**src/source/mips_pkg.sv**
```systemverilog
`default_nettype none

package mips_pkg;

	localparam int INST_W     = 32;
	localparam int REG_W      = 32;
	localparam int REG_ADDR_W = 5;
	localparam int ADDR_W     = 32;

	typedef logic [REG_W-1:0]      word_t;
	typedef logic [REG_ADDR_W-1:0] reg_idx_t;

	// primary opcodes
	localparam logic [5:0] OP_SPECIAL = 6'h00;
	localparam logic [5:0] OP_ADDIU   = 6'h09;
	localparam logic [5:0] OP_ANDI    = 6'h0c;
	localparam logic [5:0] OP_ORI     = 6'h0d;
	localparam logic [5:0] OP_LUI     = 6'h0f;
	localparam logic [5:0] OP_LW      = 6'h23;
	localparam logic [5:0] OP_SW      = 6'h2b;

	// funct field of SPECIAL
	localparam logic [5:0] FN_ADDU = 6'h21;
	localparam logic [5:0] FN_SUBU = 6'h23;
	localparam logic [5:0] FN_AND  = 6'h24;
	localparam logic [5:0] FN_OR   = 6'h25;
	localparam logic [5:0] FN_XOR  = 6'h26;
	localparam logic [5:0] FN_SLT  = 6'h2a;

	// PASS_B forwards operand 2 untouched, used by LUI
	typedef enum logic [2:0] {
		ADD,
		SUB,
		AND,
		OR,
		XOR,
		SLT,
		PASS_B
	} alu_op_e;

endpackage

`default_nettype wire
```
**src/source/mips_core.sv**
```systemverilog
`timescale 1ns/1ps
`default_nettype none

module mips_core #(
	parameter logic [mips_pkg::ADDR_W-1:0] RESET_PC   = '0,
	parameter int unsigned                 OITF_DEPTH = 4
) (
	input  logic                        clk,
	input  logic                        rst_n_i,
	input  mips_pkg::word_t             rom_data_i,
	output logic [mips_pkg::ADDR_W-1:0] rom_addr_o,
	output logic                        rom_ce_o,
	output logic [mips_pkg::ADDR_W-1:0] mem_addr_o,
	output logic                        mem_we_o,
	output mips_pkg::word_t             mem_data_o,
	output logic                        mem_ce_o,
	input  mips_pkg::word_t             mem_data_i
);

	logic                stall;
	logic                reg1_read;
	logic                reg2_read;
	mips_pkg::reg_idx_t  reg1_addr;
	mips_pkg::reg_idx_t  reg2_addr;
	mips_pkg::word_t     reg1_data;
	mips_pkg::word_t     reg2_data;
	logic                match1;
	logic                match2;
	logic                oitf_full;
	logic                disp;
	mips_pkg::reg_idx_t  disp_rd;

	// decode to execute
	logic                ex_valid;
	mips_pkg::alu_op_e   ex_aluop;
	mips_pkg::word_t     ex_op1;
	mips_pkg::word_t     ex_op2;
	mips_pkg::word_t     ex_store_data;
	logic                ex_wreg;
	logic                ex_load;
	logic                ex_store;
	mips_pkg::reg_idx_t  ex_wd;

	// execute to write-back
	logic                wb_wreg;
	logic                wb_load;
	mips_pkg::reg_idx_t  wb_wd;
	mips_pkg::word_t     wb_wdata;

	pc_reg #(.RESET_PC(RESET_PC)) u_pc_reg (
		.clk(clk), .rst_n_i(rst_n_i),
		.stall_i(stall),
		.pc_o(rom_addr_o),
		.ce_o(rom_ce_o)
	);

	id_stage u_id_stage (
		.clk(clk), .rst_n_i(rst_n_i),
		.pc_ce_i(rom_ce_o),
		.inst_i(rom_data_i),
		.reg1_read_o(reg1_read), .reg2_read_o(reg2_read),
		.reg1_addr_o(reg1_addr), .reg2_addr_o(reg2_addr),
		.reg1_data_i(reg1_data), .reg2_data_i(reg2_data),
		.match1_i(match1), .match2_i(match2), .oitf_full_i(oitf_full),
		.disp_o(disp), .disp_rd_o(disp_rd),
		.stall_o(stall),
		.ex_valid_o(ex_valid), .ex_aluop_o(ex_aluop),
		.ex_op1_o(ex_op1), .ex_op2_o(ex_op2), .ex_store_data_o(ex_store_data),
		.ex_wreg_o(ex_wreg), .ex_load_o(ex_load), .ex_store_o(ex_store),
		.ex_wd_o(ex_wd)
	);

	regfile u_regfile (
		.clk(clk), .rst_n_i(rst_n_i),
		.we_i(wb_wreg), .waddr_i(wb_wd), .wdata_i(wb_wdata),
		.wload_i(wb_load), .mem_data_i(mem_data_i),
		.re1_i(reg1_read), .raddr1_i(reg1_addr), .rdata1_o(reg1_data),
		.re2_i(reg2_read), .raddr2_i(reg2_addr), .rdata2_o(reg2_data)
	);

	// a write-back always retires the oldest entry
	oitf #(.OITF_DEPTH(OITF_DEPTH)) u_oitf (
		.clk(clk), .rst_n_i(rst_n_i),
		.disp_i(disp), .disp_rd_i(disp_rd),
		.ret_i(wb_wreg),
		.rd1_en_i(reg1_read), .rd1_idx_i(reg1_addr),
		.rd2_en_i(reg2_read), .rd2_idx_i(reg2_addr),
		.match1_o(match1), .match2_o(match2),
		.full_o(oitf_full)
	);

	ex_stage u_ex_stage (
		.clk(clk), .rst_n_i(rst_n_i),
		.valid_i(ex_valid), .aluop_i(ex_aluop),
		.op1_i(ex_op1), .op2_i(ex_op2), .store_data_i(ex_store_data),
		.wreg_i(ex_wreg), .load_i(ex_load), .store_i(ex_store),
		.wd_i(ex_wd),
		.mem_ce_o(mem_ce_o), .mem_we_o(mem_we_o),
		.mem_addr_o(mem_addr_o), .mem_data_o(mem_data_o),
		.wb_wreg_o(wb_wreg), .wb_load_o(wb_load),
		.wb_wd_o(wb_wd), .wb_wdata_o(wb_wdata)
	);

endmodule

`default_nettype wire

```
**src/source/ex_stage.sv**
```systemverilog
`timescale 1ns/1ps
`default_nettype none

module ex_stage
	import mips_pkg::*;
(
	input  logic              clk,
	input  logic              rst_n_i,
	input  logic              valid_i,
	input  alu_op_e           aluop_i,
	input  word_t             op1_i,
	input  word_t             op2_i,
	input  word_t             store_data_i,
	input  logic              wreg_i,
	input  logic              load_i,
	input  logic              store_i,
	input  reg_idx_t          wd_i,
	output logic              mem_ce_o,
	output logic              mem_we_o,
	output logic [ADDR_W-1:0] mem_addr_o,
	output word_t             mem_data_o,
	output logic              wb_wreg_o,
	output logic              wb_load_o,
	output reg_idx_t          wb_wd_o,
	output word_t             wb_wdata_o
);

	word_t result;

	// loads and stores use ADD for the byte address
	always_comb begin
		case (aluop_i)
			ADD:     result = op1_i + op2_i;
			SUB:     result = op1_i - op2_i;
			AND:     result = op1_i & op2_i;
			OR:      result = op1_i | op2_i;
			XOR:     result = op1_i ^ op2_i;
			SLT:     result = {{(REG_W-1){1'b0}}, $signed(op1_i) < $signed(op2_i)};
			PASS_B:  result = op2_i;
			default: result = '0;
		endcase
	end

	// RAM strobes in the execute cycle, read data returns next cycle
	assign mem_ce_o   = valid_i & (load_i | store_i);
	assign mem_we_o   = valid_i & store_i;
	assign mem_addr_o = ADDR_W'(result);
	assign mem_data_o = store_data_i;

	always_ff @(posedge clk) begin
		if (!rst_n_i) begin
			wb_wreg_o <= 1'b0;
			wb_load_o <= 1'b0;
		end else begin
			wb_wreg_o <= valid_i & wreg_i;
			wb_load_o <= valid_i & load_i;
		end
	end

	always_ff @(posedge clk) begin
		wb_wd_o    <= wd_i;
		wb_wdata_o <= result;
	end

endmodule

`default_nettype wire

```
**src/source/oitf.sv**
```systemverilog
`timescale 1ns/1ps
`default_nettype none

module oitf
	import mips_pkg::*;
#(
	parameter int unsigned OITF_DEPTH = 4
) (
	input  logic     clk,
	input  logic     rst_n_i,
	input  logic     disp_i,
	input  reg_idx_t disp_rd_i,
	input  logic     ret_i,
	input  logic     rd1_en_i,
	input  logic     rd2_en_i,
	input  reg_idx_t rd1_idx_i,
	input  reg_idx_t rd2_idx_i,
	output logic     match1_o,
	output logic     match2_o,
	output logic     full_o
);

	localparam int PTR_W = $clog2(OITF_DEPTH);

	logic [PTR_W-1:0]      wptr;
	logic [PTR_W-1:0]      rptr;
	logic [OITF_DEPTH-1:0] vld;
	reg_idx_t              rd_q [OITF_DEPTH];

	always_ff @(posedge clk) begin
		if (!rst_n_i) begin
			wptr <= '0;
			rptr <= '0;
			vld  <= '0;
		end else begin
			// oldest entry leaves first, write-back is in order
			if (ret_i) begin
				vld[rptr] <= 1'b0;
				rptr      <= (rptr == PTR_W'(OITF_DEPTH - 1)) ? '0 : rptr + 1'b1;
			end
			if (disp_i) begin
				vld[wptr] <= 1'b1;
				wptr      <= (wptr == PTR_W'(OITF_DEPTH - 1)) ? '0 : wptr + 1'b1;
			end
		end
	end

	always_ff @(posedge clk) begin
		if (disp_i) begin
			rd_q[wptr] <= disp_rd_i;
		end
	end

	// slot under wptr still valid means no room left
	assign full_o = vld[wptr];

	always_comb begin
		match1_o = 1'b0;
		match2_o = 1'b0;
		for (int i = 0; i < OITF_DEPTH; i++) begin
			if (vld[i] && rd1_en_i && rd_q[i] == rd1_idx_i) begin
				match1_o = 1'b1;
			end
			if (vld[i] && rd2_en_i && rd_q[i] == rd2_idx_i) begin
				match2_o = 1'b1;
			end
		end
	end

endmodule

`default_nettype wire

```
**src/source/regfile.sv**
```systemverilog
`timescale 1ns/1ps
`default_nettype none

module regfile
	import mips_pkg::*;
(
	input  logic     clk,
	input  logic     rst_n_i,
	input  logic     we_i,
	input  reg_idx_t waddr_i,
	input  word_t    wdata_i,
	input  logic     wload_i,
	input  word_t    mem_data_i,
	input  logic     re1_i,
	input  logic     re2_i,
	input  reg_idx_t raddr1_i,
	input  reg_idx_t raddr2_i,
	output word_t    rdata1_o,
	output word_t    rdata2_o
);

	localparam int NUM_REGS = 2 ** REG_ADDR_W;

	word_t regs [NUM_REGS];

	// load data arrives from the RAM in the write-back cycle
	always_ff @(posedge clk) begin
		if (!rst_n_i) begin
			for (int i = 0; i < NUM_REGS; i++) begin
				regs[i] <= '0;
			end
		end else if (we_i && waddr_i != '0) begin
			regs[waddr_i] <= wload_i ? mem_data_i : wdata_i;
		end
	end

	// $0 always reads as zero
	assign rdata1_o = (re1_i && raddr1_i != '0) ? regs[raddr1_i] : '0;
	assign rdata2_o = (re2_i && raddr2_i != '0) ? regs[raddr2_i] : '0;

endmodule

`default_nettype wire

```
**src/source/id_stage.sv**
```systemverilog
`timescale 1ns/1ps
`default_nettype none

module id_stage
	import mips_pkg::*;
(
	input  logic     clk,
	input  logic     rst_n_i,
	input  logic     pc_ce_i,
	input  word_t    inst_i,
	output logic     reg1_read_o,
	output logic     reg2_read_o,
	output reg_idx_t reg1_addr_o,
	output reg_idx_t reg2_addr_o,
	input  word_t    reg1_data_i,
	input  word_t    reg2_data_i,
	input  logic     match1_i,
	input  logic     match2_i,
	input  logic     oitf_full_i,
	output logic     disp_o,
	output reg_idx_t disp_rd_o,
	output logic     stall_o,
	output logic     ex_valid_o,
	output alu_op_e  ex_aluop_o,
	output word_t    ex_op1_o,
	output word_t    ex_op2_o,
	output word_t    ex_store_data_o,
	output logic     ex_wreg_o,
	output logic     ex_load_o,
	output logic     ex_store_o,
	output reg_idx_t ex_wd_o
);

	logic [5:0]  op;
	logic [5:0]  funct;
	logic [15:0] imm;
	word_t       imm_sext;
	word_t       imm_zext;
	logic        r_ok;
	alu_op_e     aluop;
	word_t       op2;
	logic        wreg;
	logic        load;
	logic        store;
	reg_idx_t    wd;

	assign op          = inst_i[31:26];
	assign funct       = inst_i[5:0];
	assign imm         = inst_i[15:0];
	assign imm_sext    = {{(REG_W-16){imm[15]}}, imm};
	assign imm_zext    = {{(REG_W-16){1'b0}}, imm};
	assign reg1_addr_o = inst_i[25:21];
	assign reg2_addr_o = inst_i[20:16];

	always_comb begin
		r_ok        = 1'b0;
		reg1_read_o = 1'b0;
		reg2_read_o = 1'b0;
		aluop       = ADD;
		op2         = imm_sext;
		wreg        = 1'b0;
		load        = 1'b0;
		store       = 1'b0;
		wd          = inst_i[20:16];
		if (pc_ce_i) begin
			case (op)
				OP_SPECIAL: begin
					r_ok = 1'b1;
					case (funct)
						FN_ADDU: aluop = ADD;
						FN_SUBU: aluop = SUB;
						FN_AND:  aluop = AND;
						FN_OR:   aluop = OR;
						FN_XOR:  aluop = XOR;
						FN_SLT:  aluop = SLT;
						default: r_ok = 1'b0;
					endcase
					reg1_read_o = r_ok;
					reg2_read_o = r_ok;
					op2         = reg2_data_i;
					wreg        = r_ok;
					wd          = inst_i[15:11];
				end
				OP_ADDIU: begin
					reg1_read_o = 1'b1;
					wreg        = 1'b1;
				end
				OP_ANDI, OP_ORI: begin
					reg1_read_o = 1'b1;
					aluop       = (op == OP_ANDI) ? AND : OR;
					op2         = imm_zext;
					wreg        = 1'b1;
				end
				OP_LUI: begin
					aluop = PASS_B;
					op2   = {imm, 16'h0000};
					wreg  = 1'b1;
				end
				OP_LW: begin
					reg1_read_o = 1'b1;
					wreg        = 1'b1;
					load        = 1'b1;
				end
				// rt is read as store data only
				OP_SW: begin
					reg1_read_o = 1'b1;
					reg2_read_o = 1'b1;
					store       = 1'b1;
				end
				default: ;
			endcase
		end
		if (wd == '0) begin
			wreg = 1'b0;
		end
	end

	assign stall_o   = match1_i | match2_i | (oitf_full_i & wreg);
	assign disp_o    = wreg & ~stall_o;
	assign disp_rd_o = wd;

	// a stalled slot leaves as a bubble
	always_ff @(posedge clk) begin
		if (!rst_n_i) begin
			ex_valid_o <= 1'b0;
			ex_wreg_o  <= 1'b0;
			ex_load_o  <= 1'b0;
			ex_store_o <= 1'b0;
		end else begin
			ex_valid_o <= pc_ce_i & ~stall_o;
			ex_wreg_o  <= wreg & ~stall_o;
			ex_load_o  <= load & ~stall_o;
			ex_store_o <= store & ~stall_o;
		end
	end

	always_ff @(posedge clk) begin
		ex_aluop_o      <= aluop;
		ex_op1_o        <= reg1_data_i;
		ex_op2_o        <= op2;
		ex_store_data_o <= reg2_data_i;
		ex_wd_o         <= wd;
	end

endmodule

`default_nettype wire

```
**src/source/pc_reg.sv**
```systemverilog
`timescale 1ns/1ps
`default_nettype none

module pc_reg
	import mips_pkg::*;
#(
	parameter logic [ADDR_W-1:0] RESET_PC = '0
) (
	input  logic              clk,
	input  logic              rst_n_i,
	input  logic              stall_i,
	output logic [ADDR_W-1:0] pc_o,
	output logic              ce_o
);

	always_ff @(posedge clk) begin
		if (!rst_n_i) begin
			ce_o <= 1'b0;
			pc_o <= RESET_PC;
		end else begin
			// fetch starts one cycle after release, at RESET_PC
			ce_o <= 1'b1;
			if (ce_o && !stall_i) begin
				pc_o <= pc_o + ADDR_W'(4);
			end
		end
	end

endmodule

`default_nettype wire

```
**config.mk**
```make
export PLATFORM = sky130hd
export DESIGN_NAME = mips_core
export DESIGN_NICKNAME = d
export VERILOG_FILES = /design/src/source/mips_pkg.sv /design/src/source/mips_core.sv /design/src/source/ex_stage.sv /design/src/source/oitf.sv /design/src/source/regfile.sv /design/src/source/id_stage.sv /design/src/source/pc_reg.sv
export SDC_FILE = /design/constraint.sdc
export NUM_CORES = 2
export LEC_CHECK = 0
export ABC_AREA = 1
export BUFFER_PORTS_ARGS = -buffer_cell sky130_fd_sc_hd__buf_2
export CAP_MARGIN = 20
export CELL_PAD_IN_SITES_DETAIL_PLACEMENT = 1
export CELL_PAD_IN_SITES_GLOBAL_PLACEMENT = 1
export CORE_MARGIN = 1
export CORE_UTILIZATION = 30
export DETAILED_ROUTE_END_ITERATION = 10
export PLACE_DENSITY = 0.56
export SYNTH_ARGS = -nofsm -noshare
export SYNTH_HDL_FRONTEND = slang
export SYNTH_SLANG_ARGS = --single-unit
```
**constraint.sdc**
```tcl
create_clock -name clk -period 2.6 [get_ports clk]
set_clock_uncertainty 0.05 [all_clocks]
set_input_delay 0.52 -clock clk [delete_from_list [all_inputs] [get_ports clk]]
set_output_delay 0.52 -clock clk [all_outputs]
set_load 0.01 [all_outputs]
```
==> impl_metrics.tcl <==
set metrics [dict create \
    synthMuxAreaShare_pct 0.4695 \
    synth_compound_area_share_pct 16.38 \
    dr.pass1.iters 8 \
    async_flop_share_pct 0 \
    setup_ws_ns -0.9935 \
    worst_slew_pin_slew_ns 1.042 \
    crit_chain "ha_2 > fa_2 > inv_2 > o21ai_2 > buf_4 > nand2_2 > nand2b_4 > nand2_4 > nand2_4 > nand2_2 > nand2_1 > nand2_1 > nand3_2 > o211ai_1 > buf_4 > buf_6" \
    cp_slowest_cell "dfxtp_2" \
    rsz0062_at_grt "yes" \
    nets 9544 \
    cp_slowest_stage_delay_ns 0.34 \
    layout.cells.non_filler 12490 \
    placed_cells 12110 \
    route.detailed.drc 0 \
    core_area_sq_um 225300 \
    required_ns 2.03 \
    crit_fanout 4 \
    dpl.hpwl_mm 257.0 \
    vdd_drop_max_mv 0.6600 \
    slew-limit-headroom_pct 29.83 \
    cp-start-kind "flop" \
    htree_levels 4 \
    final_util_pct 40.29 \
    setup_tns_ns -26.91 \
    die-area_sq_um 229300 \
    hold_viol_final 0 \
    setup_viol 33 \
    die_w_microns 478.9 \
    root_buffer "clkbuf_16" \
    slew_viol_final 0 \
    cts_max_path_buffers 3 \
    postSynthAreaPerCell_sq_um 8.127 \
    leakagePower_nw 37.05 \
    gr-total-overflow 0 \
    ys.flop_type "edfxtp_1" \
    grt_pass1_wl_mm 518.5 \
    synth_fa_ha_area_share_pct 1.984 \
    cp_top_family "simple AND/OR/NAND/NOR gates" \
    globalplace.congestion 0.9456 \
    fmax_mhz 278.3 \
    worstSetupPathType "flop to output pin" \
    synth.yosys.warnings 0 \
    endpoint_kind "output pin" \
    cts_tree "done" \
    wl_per_cell_microns 29.51 \
    floorplan.initialDensity_pct 30.28 \
    area_growth_pct 33.06 \
    io_buffers 162 \
    ys_seq_elements 1230 \
    antenna_left 0 \
    first_global_vias 70830 \
    syn_area_sq_um 68230 \
    synth-edff-count 1044 \
    num_rows 174 \
    power_mw 52.47 \
    ios 165 \
    powerDensity_nw_per_um2 578.0 \
    die_y_microns 478.9 \
    yosys.area_share.simple_pct 21.80 \
    period_share_pct 138.2 \
    hold_path.class "input port to flop" \
    cts_buffers 153 \
    clock-sinks 1230 \
    vias 70140 \
    antenna_found_initial 27 \
    outcome "finished with violations" \
    final_area_sq_um 90780 \
    path_clk_slew_ns 0.06 \
    violations "setup timing" \
    layout_min_cycle_time_ns 3.594 \
    critical_path_arrival_ns 3.02 \
    synth.distinct_cells 57 \
    drv_cap 0 \
    synth_top_family_by_area "simple AND/OR/NAND/NOR gates" \
    routed_via_density 5.618 \
    dr.first_iter.drc_count 7407 \
    final_layout_size_suffix_gt1_share_pct 24.26 \
    grt_use_total_pct 31.40 \
    placed_cell_area_sq_um 82520 \
    routed_wl_mm 368.4 \
    fillers 26290 \
    critPathBufInv 4 \
    clk_latency_ns 0.82 \
    netlist_instances 8395 \
    grt_max_degree 72 \
    synthXorXnorAreaFrac_pct 0.3466 \
    yosysSeqAreaShare_pct 51.41 \
]
## cell usage in the layout (no fill, tap or decap), types with 16 or more instances in the layout
master / n
nand2_2: 115
o21ai_1: 53
a21oi_1: 581
xor2_1: 20
nand2_4: 20
nor2_4: 35
nor2_2: 45
clkbuf_16: 160
o211ai_1: 224
clkinv_1: 34
clkinv_2: 24
nand3_2: 60
buf_6: 66
nand3_1: 467
ha_1: 55
conb_1: 34
buf_2: 130
mux2i_4: 32
dfxtp_2: 42
nand2_1: 1190
o22ai_1: 99
nor2_1: 1512
o21ai_2: 19
ha_2: 16
o21ai_0: 892
buf_4: 1048
nor3_1: 35
inv_1: 545
a21oi_2: 38
a211oi_1: 16
ha_4: 34
a21oi_4: 24
inv_2: 65
a221oi_1: 17
edfxtp_1: 1044
clkbuf_1: 36
dfxtp_1: 138
buf_12: 216
nand4_1: 124
## path summary, 6_finish.rpt
| path | start | to | slack, ns | depth (start not counted) |
|---|---|---|---|---|
| min reg2reg | u_id_stage.ex_wd_o[2] | u_ex_stage.wb_wd_o[2] | 0.28 | 0 |
| max | u_id_stage.ex_op2_o[0] | mem_addr_o[20] | -0.99 | 16 |
| min | rom_data_i[9] | u_id_stage.ex_op2_o[9] | 0.05 | 3 |
| max reg2reg | u_id_stage.ex_op2_o[0] | u_ex_stage.wb_wdata_o[10] | 0.07 | 17 |
## flip-flops by register name, summed over array words and instances (netlist names), 20 cells and up
signal,count
u_id_stage.ex_op2_o,32
u_id_stage.ex_store_data_o,32
u_id_stage.ex_op1_o,32
u_ex_stage.wb_wdata_o,32
u_regfile.regs,1024
u_pc_reg.pc_o,30
u_oitf.rd_q,20
## cell usage after synthesis, drive strengths merged (11+ instances only)
cell type,number,share of area [%]
nand3,536,4.0
a211oi,17,0.19
mux2i,32,0.47
nor3,47,0.37
edfxtp,1044,46
o21ai,971,7.1
inv,622,3.4
xor2,20,0.26
a221oi,27,0.35
nand2,1325,7.3
nand4,124,1.1
o221ai,11,0.14
clkbuf,458,2.5
ha,105,1.9
buf,231,1.6
a21oi,643,4.7
nor2,1592,8.8
o22ai,103,0.94
dfxtp,186,5.5
o211ai,224,2.5
## cells by family after synthesis
family,Yosys count
mux,32
fa+ha+maj,107
simple gates,3646
other cells,1
compound gates,2037
buf+inv,1315
flops,1230
xor+xnor,27
## power by group
group,internal (mW),leakage [nW],total [mW],switching [mW]
Combinational,3.17,22.1,9.32,6.15
Clock,11.8,2.29,21.0,9.11
Sequential,21.9,12.7,22.2,0.309
## per-layer routing
metal  GRT usage [%]  vias to the layer above  share of wire [%]
met4           15.03                        8                5.4
met2           51.03                     2991                 46
met3           4.542                      775                7.2
li1                -                    30580                  -
met1           40.92                    35790                 41
met5               0                        -              0.014
## final cells by class
cell class / instances / area (sq um) / area share [%]
Antenna cell: 7 / 17.52 / 0.01930
Clock buffer: 198 / 4167 / 4.590
Clock inverter: 73 / 541.8 / 0.5968
Inverter: 626 / 2392 / 2.635
Multi-Input combinational cell: 5883 / 30980 / 34.12
Sequential cell: 1230 / 35150 / 38.72
Tap cell: 2992 / 3744 / 4.124
Timing Repair Buffer: 1477 / 13800 / 15.20
## worst reg2reg max path, stage by stage (launching register included)
cell and delay, ns:
dfxtp_2 0.34, ha_2 0.19, fa_2 0.34, inv_2 0.08, o21ai_2 0.07, a21boi_1 0.13
buf_4 0.16, buf_4 0.11, inv_2 0.04, nand2_2 0.06, nand2_4 0.10, nand2_2 0.07
o21ai_1 0.06, nand2_1 0.12, nand3_4 0.12, buf_4 0.16, buf_4 0.12, buf_4 0.13
## per-stage QoR
step | setup slack [ns] | hold slack, ns
6_report | -0.9935 | 0.05172
5_1_grt | -1.114 | 0.02534
4_1_cts | -1.038 | 0.01507
3_5_place_dp | -0.8620 | 0.2668
3_3_place_gp | -0.8201 | 0.2651
2_1_floorplan | 0.03226 | 0.2596
## what timing repair did
item	4_1_cts	5_1_grt
endpoints found under the setup margin	52	36
buffers inserted	65	45
endpoints found under the hold margin	9	0
hold buffers	9	0
gates resized for setup	540	211
pin swaps	88	96
No activity file was read; power rests on OpenSTA's default activity.
